## src/rv32i_defines.svh

```systemverilog
`ifndef RV32I_DEFINES_SVH
`define RV32I_DEFINES_SVH

// Width of a data word, PC and instruction.
`define RV32I_XLEN 32

// Width of a register index.
`define RV32I_REG_ADDR_W 5

// Architectural register count including x0.
`define RV32I_NUM_REGS 32

`endif

```

## src/rv32i_types.sv

```systemverilog
`include "rv32i_defines.svh"

package rv32i_types;

	typedef logic [`RV32I_XLEN-1:0] rv32i_word;
	typedef logic [`RV32I_REG_ADDR_W-1:0] rv32i_reg;

	typedef enum logic [6:0] {
		op_lui   = 7'b0110111,
		op_auipc = 7'b0010111,
		op_jal   = 7'b1101111,
		op_jalr  = 7'b1100111,
		op_br    = 7'b1100011,
		op_load  = 7'b0000011,
		op_store = 7'b0100011,
		op_imm   = 7'b0010011,
		op_reg   = 7'b0110011
	} rv32i_opcode;

	typedef enum logic [2:0] {
		add  = 3'b000,
		sll  = 3'b001,
		slt  = 3'b010,
		sltu = 3'b011,
		axor = 3'b100,
		sr   = 3'b101,
		aor  = 3'b110,
		aand = 3'b111
	} arith_funct3_t;

	typedef enum logic [2:0] {
		beq  = 3'b000,
		bne  = 3'b001,
		blt  = 3'b100,
		bge  = 3'b101,
		bltu = 3'b110,
		bgeu = 3'b111
	} branch_funct3_t;

	typedef enum logic [2:0] {
		alu_add = 3'b000,
		alu_sll = 3'b001,
		alu_sra = 3'b010,
		alu_sub = 3'b011,
		alu_xor = 3'b100,
		alu_srl = 3'b101,
		alu_or  = 3'b110,
		alu_and = 3'b111
	} alu_ops;

	// Each select literal is prefixed with the name of its mux.
	typedef enum logic {mux1_rs1_out, mux1_pc_out} alumux1_sel_t;

	typedef enum logic [1:0] {mux2_i_imm, mux2_u_imm, mux2_b_imm, mux2_rs2_out} alumux2_sel_t;

	typedef enum logic {cmpmux_rs2_out, cmpmux_i_imm} cmpmux_sel_t;

	typedef enum logic [1:0] {rfmux_alu_out, rfmux_br_en, rfmux_u_imm} regfilemux_sel_t;

endpackage

```

## src/alu.sv

```systemverilog
`timescale 1ns/100ps

module alu import rv32i_types::*; (
	input  rv32i_word      i_pc,
	input  rv32i_word      i_rs1,
	input  rv32i_word      i_rs2,
	input  rv32i_word      i_imm_i,
	input  rv32i_word      i_imm_u,
	input  rv32i_word      i_imm_b,
	input  alumux1_sel_t   i_alumux1_sel,
	input  alumux2_sel_t   i_alumux2_sel,
	input  alu_ops         i_aluop,
	input  cmpmux_sel_t    i_cmpmux_sel,
	input  branch_funct3_t i_cmpop,
	output rv32i_word      o_alu_out,
	output logic           o_br_en
);

	rv32i_word  op1;
	rv32i_word  op2;
	rv32i_word  cmp_b;
	logic [4:0] shamt;

	assign op1 = (i_alumux1_sel == mux1_pc_out) ? i_pc : i_rs1;

	always_comb begin
		case (i_alumux2_sel)
			mux2_u_imm:   op2 = i_imm_u;
			mux2_b_imm:   op2 = i_imm_b;
			mux2_rs2_out: op2 = i_rs2;
			default:      op2 = i_imm_i;
		endcase
	end

	assign shamt = op2[4:0];

	always_comb begin
		case (i_aluop)
			alu_add: o_alu_out = op1 + op2;
			alu_sll: o_alu_out = op1 << shamt;
			alu_sra: o_alu_out = $signed(op1) >>> shamt;
			alu_sub: o_alu_out = op1 - op2;
			alu_xor: o_alu_out = op1 ^ op2;
			alu_srl: o_alu_out = op1 >> shamt;
			alu_or:  o_alu_out = op1 | op2;
			alu_and: o_alu_out = op1 & op2;
			default: o_alu_out = op1 + op2;
		endcase
	end

	// Comparator always has rs1 on the left.
	assign cmp_b = (i_cmpmux_sel == cmpmux_i_imm) ? i_imm_i : i_rs2;

	always_comb begin
		case (i_cmpop)
			beq:     o_br_en = (i_rs1 == cmp_b);
			bne:     o_br_en = (i_rs1 != cmp_b);
			blt:     o_br_en = ($signed(i_rs1) < $signed(cmp_b));
			bge:     o_br_en = ($signed(i_rs1) >= $signed(cmp_b));
			bltu:    o_br_en = (i_rs1 < cmp_b);
			bgeu:    o_br_en = (i_rs1 >= cmp_b);
			default: o_br_en = 1'b0;
		endcase
	end

endmodule

```

## src/control.sv

```systemverilog
`timescale 1ns/100ps

module control import rv32i_types::*; (
	input  rv32i_word       i_inst,
	output rv32i_reg        o_src1,
	output rv32i_reg        o_src2,
	output rv32i_reg        o_dest,
	output rv32i_word       o_imm_i,
	output rv32i_word       o_imm_u,
	output rv32i_word       o_imm_b,
	output alumux1_sel_t    o_alumux1_sel,
	output alumux2_sel_t    o_alumux2_sel,
	output alu_ops          o_aluop,
	output cmpmux_sel_t     o_cmpmux_sel,
	output branch_funct3_t  o_cmpop,
	output regfilemux_sel_t o_regfilemux_sel,
	output logic            o_load_regfile,
	output logic            o_is_branch
);

	rv32i_opcode  opcode;
	logic [2:0]   funct3;
	logic [6:0]   funct7;
	logic         is_reg;
	logic         f7_base;
	logic         f7_alt;
	logic         f7_ok;
	alumux2_sel_t op2_sel;
	cmpmux_sel_t  cmp_sel;

	assign opcode = rv32i_opcode'(i_inst[6:0]);
	assign funct3 = i_inst[14:12];
	assign funct7 = i_inst[31:25];

	assign o_src1 = i_inst[19:15];
	assign o_src2 = i_inst[24:20];
	assign o_dest = i_inst[11:7];

	assign o_imm_i = {{21{i_inst[31]}}, i_inst[30:20]};
	assign o_imm_u = {i_inst[31:12], 12'h000};
	assign o_imm_b = {{20{i_inst[31]}}, i_inst[7], i_inst[30:25], i_inst[11:8], 1'b0};

	// OP-IMM carries immediate bits where OP carries funct7.
	assign is_reg  = (opcode == op_reg);
	assign f7_base = (funct7 == 7'b0000000);
	assign f7_alt  = (funct7 == 7'b0100000);
	assign f7_ok   = !is_reg || f7_base;

	always_comb begin
		if (is_reg) begin
			op2_sel = mux2_rs2_out;
			cmp_sel = cmpmux_rs2_out;
		end else begin
			op2_sel = mux2_i_imm;
			cmp_sel = cmpmux_i_imm;
		end
	end

	function automatic void set_wb(regfilemux_sel_t sel);
		o_load_regfile = 1'b1;
		o_regfilemux_sel = sel;
	endfunction

	function automatic void set_alu(alumux1_sel_t sel1, alumux2_sel_t sel2, alu_ops op);
		o_alumux1_sel = sel1;
		o_alumux2_sel = sel2;
		o_aluop = op;
	endfunction

	function automatic void set_cmp(cmpmux_sel_t sel, branch_funct3_t op);
		o_cmpmux_sel = sel;
		o_cmpop = op;
	endfunction

	// Register-immediate or register-register arithmetic into rd.
	function automatic void arith(alu_ops op);
		set_wb(rfmux_alu_out);
		set_alu(mux1_rs1_out, op2_sel, op);
	endfunction

	// Set-less-than results come from the comparator.
	function automatic void set_less(branch_funct3_t op);
		set_wb(rfmux_br_en);
		set_cmp(cmp_sel, op);
	endfunction

	always_comb begin
		o_load_regfile = 1'b0;
		o_is_branch = 1'b0;
		o_regfilemux_sel = rfmux_alu_out;
		o_alumux1_sel = mux1_rs1_out;
		o_alumux2_sel = mux2_i_imm;
		o_aluop = alu_add;
		o_cmpmux_sel = cmpmux_rs2_out;
		o_cmpop = beq;
		case (opcode)
			op_lui: begin
				set_wb(rfmux_u_imm);
			end
			op_auipc: begin
				set_wb(rfmux_alu_out);
				set_alu(mux1_pc_out, mux2_u_imm, alu_add);
			end
			op_br: begin
				// ALU forms the target and the comparator decides taken.
				set_alu(mux1_pc_out, mux2_b_imm, alu_add);
				case (branch_funct3_t'(funct3))
					beq, bne, blt, bge, bltu, bgeu: begin
						set_cmp(cmpmux_rs2_out, branch_funct3_t'(funct3));
						o_is_branch = 1'b1;
					end
					default: ;
				endcase
			end
			op_imm, op_reg: begin
				case (arith_funct3_t'(funct3))
					add: begin
						if (is_reg && f7_alt)
							arith(alu_sub);
						else if (f7_ok)
							arith(alu_add);
					end
					sll:  if (f7_base) arith(alu_sll);
					slt:  if (f7_ok) set_less(blt);
					sltu: if (f7_ok) set_less(bltu);
					axor: if (f7_ok) arith(alu_xor);
					sr: begin
						if (f7_base)
							arith(alu_srl);
						else if (f7_alt)
							arith(alu_sra);
					end
					aor:  if (f7_ok) arith(alu_or);
					aand: if (f7_ok) arith(alu_and);
					default: ;
				endcase
			end
			default: ;
		endcase
	end

endmodule

```

## src/regfile.sv

```systemverilog
`timescale 1ns/100ps
`include "rv32i_defines.svh"

module regfile import rv32i_types::*; (
	input  logic      clk,
	input  logic      i_rst,
	input  logic      i_wr_en,
	input  rv32i_reg  i_wr_addr,
	input  rv32i_word i_wr_data,
	input  rv32i_reg  i_rd_addr1,
	input  rv32i_reg  i_rd_addr2,
	output rv32i_word o_rd_data1,
	output rv32i_word o_rd_data2
);

	// x0 has no storage.
	rv32i_word regs [1:`RV32I_NUM_REGS-1];

	always_ff @(posedge clk) begin
		if (i_rst) begin
			for (int i = 1; i < `RV32I_NUM_REGS; i++)
				regs[i] <= '0;
		end else if (i_wr_en && (i_wr_addr != '0)) begin
			regs[i_wr_addr] <= i_wr_data;
		end
	end

	// Write in flight is forwarded so back-to-back users see it.
	always_comb begin
		if (i_rd_addr1 == '0)
			o_rd_data1 = '0;
		else if (i_wr_en && (i_wr_addr == i_rd_addr1))
			o_rd_data1 = i_wr_data;
		else
			o_rd_data1 = regs[i_rd_addr1];
	end

	always_comb begin
		if (i_rd_addr2 == '0)
			o_rd_data2 = '0;
		else if (i_wr_en && (i_wr_addr == i_rd_addr2))
			o_rd_data2 = i_wr_data;
		else
			o_rd_data2 = regs[i_rd_addr2];
	end

endmodule

```

## src/result_select.sv

```systemverilog
`timescale 1ns/100ps

module result_select import rv32i_types::*; (
	input  logic            clk,
	input  logic            i_rst,
	input  logic            i_valid,
	input  logic            i_load_regfile,
	input  logic            i_is_branch,
	input  regfilemux_sel_t i_regfilemux_sel,
	input  rv32i_reg        i_dest,
	input  rv32i_word       i_alu_out,
	input  logic            i_br_en,
	input  rv32i_word       i_imm_u,
	input  rv32i_word       i_pc,
	output logic            o_wr_en,
	output rv32i_reg        o_rd,
	output rv32i_word       o_wr_data,
	output logic            o_br_valid,
	output logic            o_br_taken,
	output rv32i_word       o_next_pc
);

	rv32i_word wb_data;
	rv32i_word pc_plus4;

	always_comb begin
		case (i_regfilemux_sel)
			rfmux_br_en: wb_data = rv32i_word'(i_br_en);
			rfmux_u_imm: wb_data = i_imm_u;
			default:     wb_data = i_alu_out;
		endcase
	end

	assign pc_plus4 = i_pc + 32'd4;

	always_ff @(posedge clk) begin
		if (i_rst) begin
			o_wr_en <= 1'b0;
			o_br_valid <= 1'b0;
			o_br_taken <= 1'b0;
		end else begin
			o_wr_en <= i_valid & i_load_regfile;
			o_br_valid <= i_valid & i_is_branch;
			o_br_taken <= i_valid & i_is_branch & i_br_en;
		end
	end

	// ALU holds pc + B immediate on branches.
	always_ff @(posedge clk) begin
		o_rd <= i_dest;
		o_wr_data <= wb_data;
		o_next_pc <= (i_is_branch && i_br_en) ? i_alu_out : pc_plus4;
	end

endmodule

```

## src/rv32i_core.sv

```systemverilog
`timescale 1ns/100ps

module rv32i_core import rv32i_types::*; (
	input  logic      clk,
	input  logic      i_rst,
	input  logic      i_inst_valid,
	input  rv32i_word i_inst,
	input  rv32i_word i_pc,
	output logic      o_wr_en,
	output rv32i_reg  o_rd,
	output rv32i_word o_wr_data,
	output logic      o_br_valid,
	output logic      o_br_taken,
	output rv32i_word o_next_pc
);

	rv32i_reg        src1;
	rv32i_reg        src2;
	rv32i_reg        dest;
	rv32i_word       imm_i;
	rv32i_word       imm_u;
	rv32i_word       imm_b;
	alumux1_sel_t    alumux1_sel;
	alumux2_sel_t    alumux2_sel;
	alu_ops          aluop;
	cmpmux_sel_t     cmpmux_sel;
	branch_funct3_t  cmpop;
	regfilemux_sel_t regfilemux_sel;
	logic            load_regfile;
	logic            is_branch;
	rv32i_word       rs1_out;
	rv32i_word       rs2_out;
	rv32i_word       alu_out;
	logic            br_en;

	control u_control (
		.i_inst           (i_inst),
		.o_src1           (src1),
		.o_src2           (src2),
		.o_dest           (dest),
		.o_imm_i          (imm_i),
		.o_imm_u          (imm_u),
		.o_imm_b          (imm_b),
		.o_alumux1_sel    (alumux1_sel),
		.o_alumux2_sel    (alumux2_sel),
		.o_aluop          (aluop),
		.o_cmpmux_sel     (cmpmux_sel),
		.o_cmpop          (cmpop),
		.o_regfilemux_sel (regfilemux_sel),
		.o_load_regfile   (load_regfile),
		.o_is_branch      (is_branch)
	);

	// Write port is fed from the registered result stage.
	regfile u_regfile (
		.clk        (clk),
		.i_rst      (i_rst),
		.i_wr_en    (o_wr_en),
		.i_wr_addr  (o_rd),
		.i_wr_data  (o_wr_data),
		.i_rd_addr1 (src1),
		.i_rd_addr2 (src2),
		.o_rd_data1 (rs1_out),
		.o_rd_data2 (rs2_out)
	);

	alu u_alu (
		.i_pc          (i_pc),
		.i_rs1         (rs1_out),
		.i_rs2         (rs2_out),
		.i_imm_i       (imm_i),
		.i_imm_u       (imm_u),
		.i_imm_b       (imm_b),
		.i_alumux1_sel (alumux1_sel),
		.i_alumux2_sel (alumux2_sel),
		.i_aluop       (aluop),
		.i_cmpmux_sel  (cmpmux_sel),
		.i_cmpop       (cmpop),
		.o_alu_out     (alu_out),
		.o_br_en       (br_en)
	);

	result_select u_result_select (
		.clk              (clk),
		.i_rst            (i_rst),
		.i_valid          (i_inst_valid),
		.i_load_regfile   (load_regfile),
		.i_is_branch      (is_branch),
		.i_regfilemux_sel (regfilemux_sel),
		.i_dest           (dest),
		.i_alu_out        (alu_out),
		.i_br_en          (br_en),
		.i_imm_u          (imm_u),
		.i_pc             (i_pc),
		.o_wr_en          (o_wr_en),
		.o_rd             (o_rd),
		.o_wr_data        (o_wr_data),
		.o_br_valid       (o_br_valid),
		.o_br_taken       (o_br_taken),
		.o_next_pc        (o_next_pc)
	);

endmodule

```

## config.mk

```make
export PLATFORM = sky130hd
export DESIGN_NAME = rv32i_core
export DESIGN_NICKNAME = d
export VERILOG_FILES = /design/src/rv32i_types.sv /design/src/alu.sv /design/src/control.sv /design/src/regfile.sv /design/src/result_select.sv /design/src/rv32i_core.sv
export VERILOG_INCLUDE_DIRS = /design/src /design/src/src
export SDC_FILE = /design/constraint.sdc
export NUM_CORES = 2
export LEC_CHECK = 0
export CORE_MARGIN = 10
export CORE_UTILIZATION = 25
export CTS_CLUSTER_SIZE = 30
export DETAILED_ROUTE_END_ITERATION = 12
export DONT_BUFFER_PORTS = 1
export GPL_ROUTABILITY_DRIVEN = 1
export PLACE_DENSITY = 0.38
export SYNTH_ARGS = -nofsm -noshare
export SYNTH_HDL_FRONTEND = slang
export SYNTH_HIERARCHICAL = 1
export SYNTH_SLANG_ARGS = --single-unit
export TNS_END_PERCENT = 1
```

## constraint.sdc

```tcl
create_clock -name clk -period 6.06 [get_ports clk]
set_input_delay 0.606 -clock clk [delete_from_list [all_inputs] [get_ports clk]]
set_output_delay 0.606 -clock clk [all_outputs]
set_load 0.01 [all_outputs]
```

==> out/results.ini <==
[routing]
drt_iter0_drc=5406
routed_wl_mm=340
first_pass_iters=6
ant_nets=0
wire_per_inst_um=34.1
dr_total_vias=52700
via_per_inst=5.29
drc=0

[synth]
synth_common_cells=edfxtp_1 (1024), and2_1 (1004), mux2i_1 (424), mux4_2 (396), clkbuf_1 (340)
syn_area_mm2=0.0695
ys_ff_latch=1096
synth_cell_type_count=101
synth_xor_area_share_pct=1.05
ys_top_cells_by_area=edfxtp_1 (44%), mux4_2 (13%), and2_1 (9.0%), mux2i_1 (6.1%), ha_1 (2.4%)
synthCells=5732
synth_top_family_by_area=multiplexers
synth_compound_area_share_pct=9.64
synth-simple-area-share_pct=14.7
synth.area.mux_share_pct=20.6
yosys_warnings=6
synth_fa_ha_area_share_pct=2.41
synth_edf_count=1024
yosysMostFrequentCell=edfxtp_1
synth_top_area_share_pct=44.3
yosysSeqAreaShare_pct=46.3
ys_async_sr_fraction_pct=0
yosys_most_used_dff=edfxtp_1
avgSynthCellArea_um2=12.1
yosys.area.top_type=edfxtp_1

[timing]
worst_slew_pin_slew_ns=1.60
fin_ws_ns=-0.414
max_freq_mhz=154
hold_ws_ns=0.0600
slew_violations=82
finClkSkew_ns=0.0564
fin_crit_ns=6.47
max-slew-margin-rel_pct=-6.75
fin_crit_sh_pct=107
rsz0062_at_grt=yes
hold_viol=0
setup-violations-final=32

[final_layout]
multi_input_area_mm2=0.0344
area_growth_pct=19.4
final_cells=9960
seq_area_mm2=0.0322
drive_gt1_share_pct=26.1
fillCellCount=28100
nets=6339
fin_util_pct=30.0
fin_area_mm2=0.0830

[clock_network]
clock_latency_ns=0.84
cts_sinks=1096
cts_tree=done
cts.clk_slew.worst_paths_ns=0.06
cts_root_buf=clkbuf_16
cts_made_buffers=144
cts.path.max_buffers=4
htree_levels=4

[power_and_ir_drop]
internal_power_w=0.0153
peakVddDrop_mv=0.204
p_sw_share_pct=32.1
p_switching_w=0.00725
power_frac_seq_pct=40.0
p_comb_share_pct=23.8
power_leakage_nw=30.8
pwr_density_cell_mw_per_mm2=272
clkPwrFrac_pct=36.2

[grt]
grtUsageTotal_pct=21.7
grt_max_degree=335
overflow=0
antenna_found_initial=36
grt_pass1_vias=52300
grt_pass1_wl_mm=460

[placed_design]
dpl_worst_slack_ns=-1.16
hpwl_mm=230
globalplace.congestion=0.950
dp_cells=9638
place_area_mm2=0.0778
port_buffers=0

[setup_path]
cp_data_arrival_time_ns=7.17
path_cells=mux4_2 -> o22ai_1 -> buf_4 -> nor4_1 -> nor3_2 -> nor2_2 -> mux4_2 -> or4_4 -> buf_6 -> nor4b_4 -> buf_4 -> and3_4 -> a31oi_4 -> xnor2_2 -> ha_1 -> inv_2 -> o21ai_2 -> o32a_1 -> a31oi_1 -> xor2_1 -> nor2_1 -> a211o_1 -> a22o_1
end_kind=flop
path_class=input port to flop
start_kind=input port
cp_slowest_stage_delay_ns=0.86
worstPathMaxFanout=334
cp.required_ns=6.75
cp_slowest_cell=mux4_2

[outcome]
violations=slew limit, setup timing
status=finished, violations left

[die]
dieWidth_um=547
ioPinCount=139
die_h_um=547
dieArea_mm2=0.299
core-area_mm2=0.276
start_util_pct=25.1
rows=193

[hold_path]
hp-class=input port to flop

[flow_run]
cap_violations=0

placed cells by master, fill, tap and decap left out, drive strengths merged, types with 25 or more instances in the layout:
cell,instances
or3,29
edfxtp,1024
nor3,50
a22o,39
o21ai,178
a22oi,93
nand2,297
o221ai,48
mux2i,424
a32o,34
a31oi,45
inv,99
xnor2,61
a221o,25
o22ai,102
a21oi,154
o211ai,26
and2,1006
mux4,406
or2,35
ha,132
nor2,203
dfxtp,72
mux2,76
buf,796
a221oi,31
clkbuf,187
dlygate4sd3,56
clkinv,45
nand3,39
conb,45
a211oi,59
flip-flops by register name, indices dropped and copies added, names as in the netlist:
register,cells
u_result_select/o_wr_en,1
u_result_select/o_rd,5
u_result_select/o_br_valid,1
u_regfile/regs,1024
u_result_select/o_wr_data,32
u_result_select/o_next_pc,32
u_result_select/o_br_taken,1
logic make-up (layout without fill, tap and decap cells):
kind of cell / after synthesis / in the layout
compound gates: 965 / 965
xor+xnor: 83 / 83
fa+ha+maj: 133 / 133
buf+inv: 734 / 1191
flops: 1096 / 1096
mux: 906 / 906
other cells: 2 / 68
simple gates: 1813 / 1813
per-stage QoR:
stage	TNS, ns	total power [W]
6_report	-6.02	0.0226
5_1_grt	-6.26	0.0233
4_1_cts	-0.136	0.0226
3_5_place_dp	-48.50	0.0144
3_3_place_gp	-51.70	0.0144
2_1_floorplan	0	0.0117
cell type report:
class	instances	area share (%)
Multi-Input combinational cell	3945	41.5
Timing Repair Buffer	852	8.47
Inverter	100	0.452
Clock inverter	52	0.454
Sequential cell	1096	38.8
Tap cell	3705	5.59
Antenna cell	23	0.0694
Clock buffer	187	4.69
worst max-delay path: cells and delay by family:
kind	cells	cell delay (ns)
buffers and inverters	4	0.64
and+or+nand+nor	7	1.72
muxes	2	1.36
adders and majority gates	1	0.32
xor gates and xnor gates	2	0.45
AOI/OAI and AO/OA	7	1.50
power by group through the flow:
| stage | clock network [W] | registers (W) | logic (W) |
|---|---|---|---|
| 6_report | 0.00817 | 0.00903 | 0.00536 |
| 3_3_place_gp | 0 | 0.00918 | 0.00522 |
| 4_1_cts | 0.00835 | 0.00902 | 0.00528 |
| 3_5_place_dp | 0 | 0.00917 | 0.00521 |
| 2_1_floorplan | 0 | 0.00908 | 0.00266 |
| 5_1_grt | 0.00862 | 0.00906 | 0.00563 |
final timing paths:
kind | startpoint | end | slack (ns) | depth (start not counted)
worst min register to register | u_result_select/o_wr_data[28]$_DFF_P_ | u_regfile/regs[0][28]$_DFFE_PP_ | 0.59 | 0
worst max-delay path | i_inst[20] | u_result_select/o_wr_data[26]$_DFF_P_ | -0.41 | 23
worst min-delay path | i_pc[14] | u_result_select/o_next_pc[15]$_DFF_P_ | 0.06 | 2
worst max register to register | u_regfile/regs[20][6]$_SDFFCE_PN0P_ | u_result_select/o_wr_data[26]$_DFF_P_ | -0.08 | 23
layer usage:
metal  share of wire (%)  wire length [um]  vias up  global-route usage, %
met5               0.014                46        -                      0
met4                 3.2             11000        6                   6.03
met3                 6.8             23100      427                   4.17
met2                  47            161000     2046                   36.2
met1                  43            144000    27800                   28.6
li1                    -                 -    22400                      -
what timing repair did:
action | 4_1_cts | 5_1_grt
endpoints found under the setup margin | 26 | 47
setup buffers | 0 | 6
endpoints found under the hold margin | 56 | 0
pin swaps | 5 | 47
resized for setup | 11 | 65
hold buffers | 56 | 0
Power figures use the tool's default switching activity.
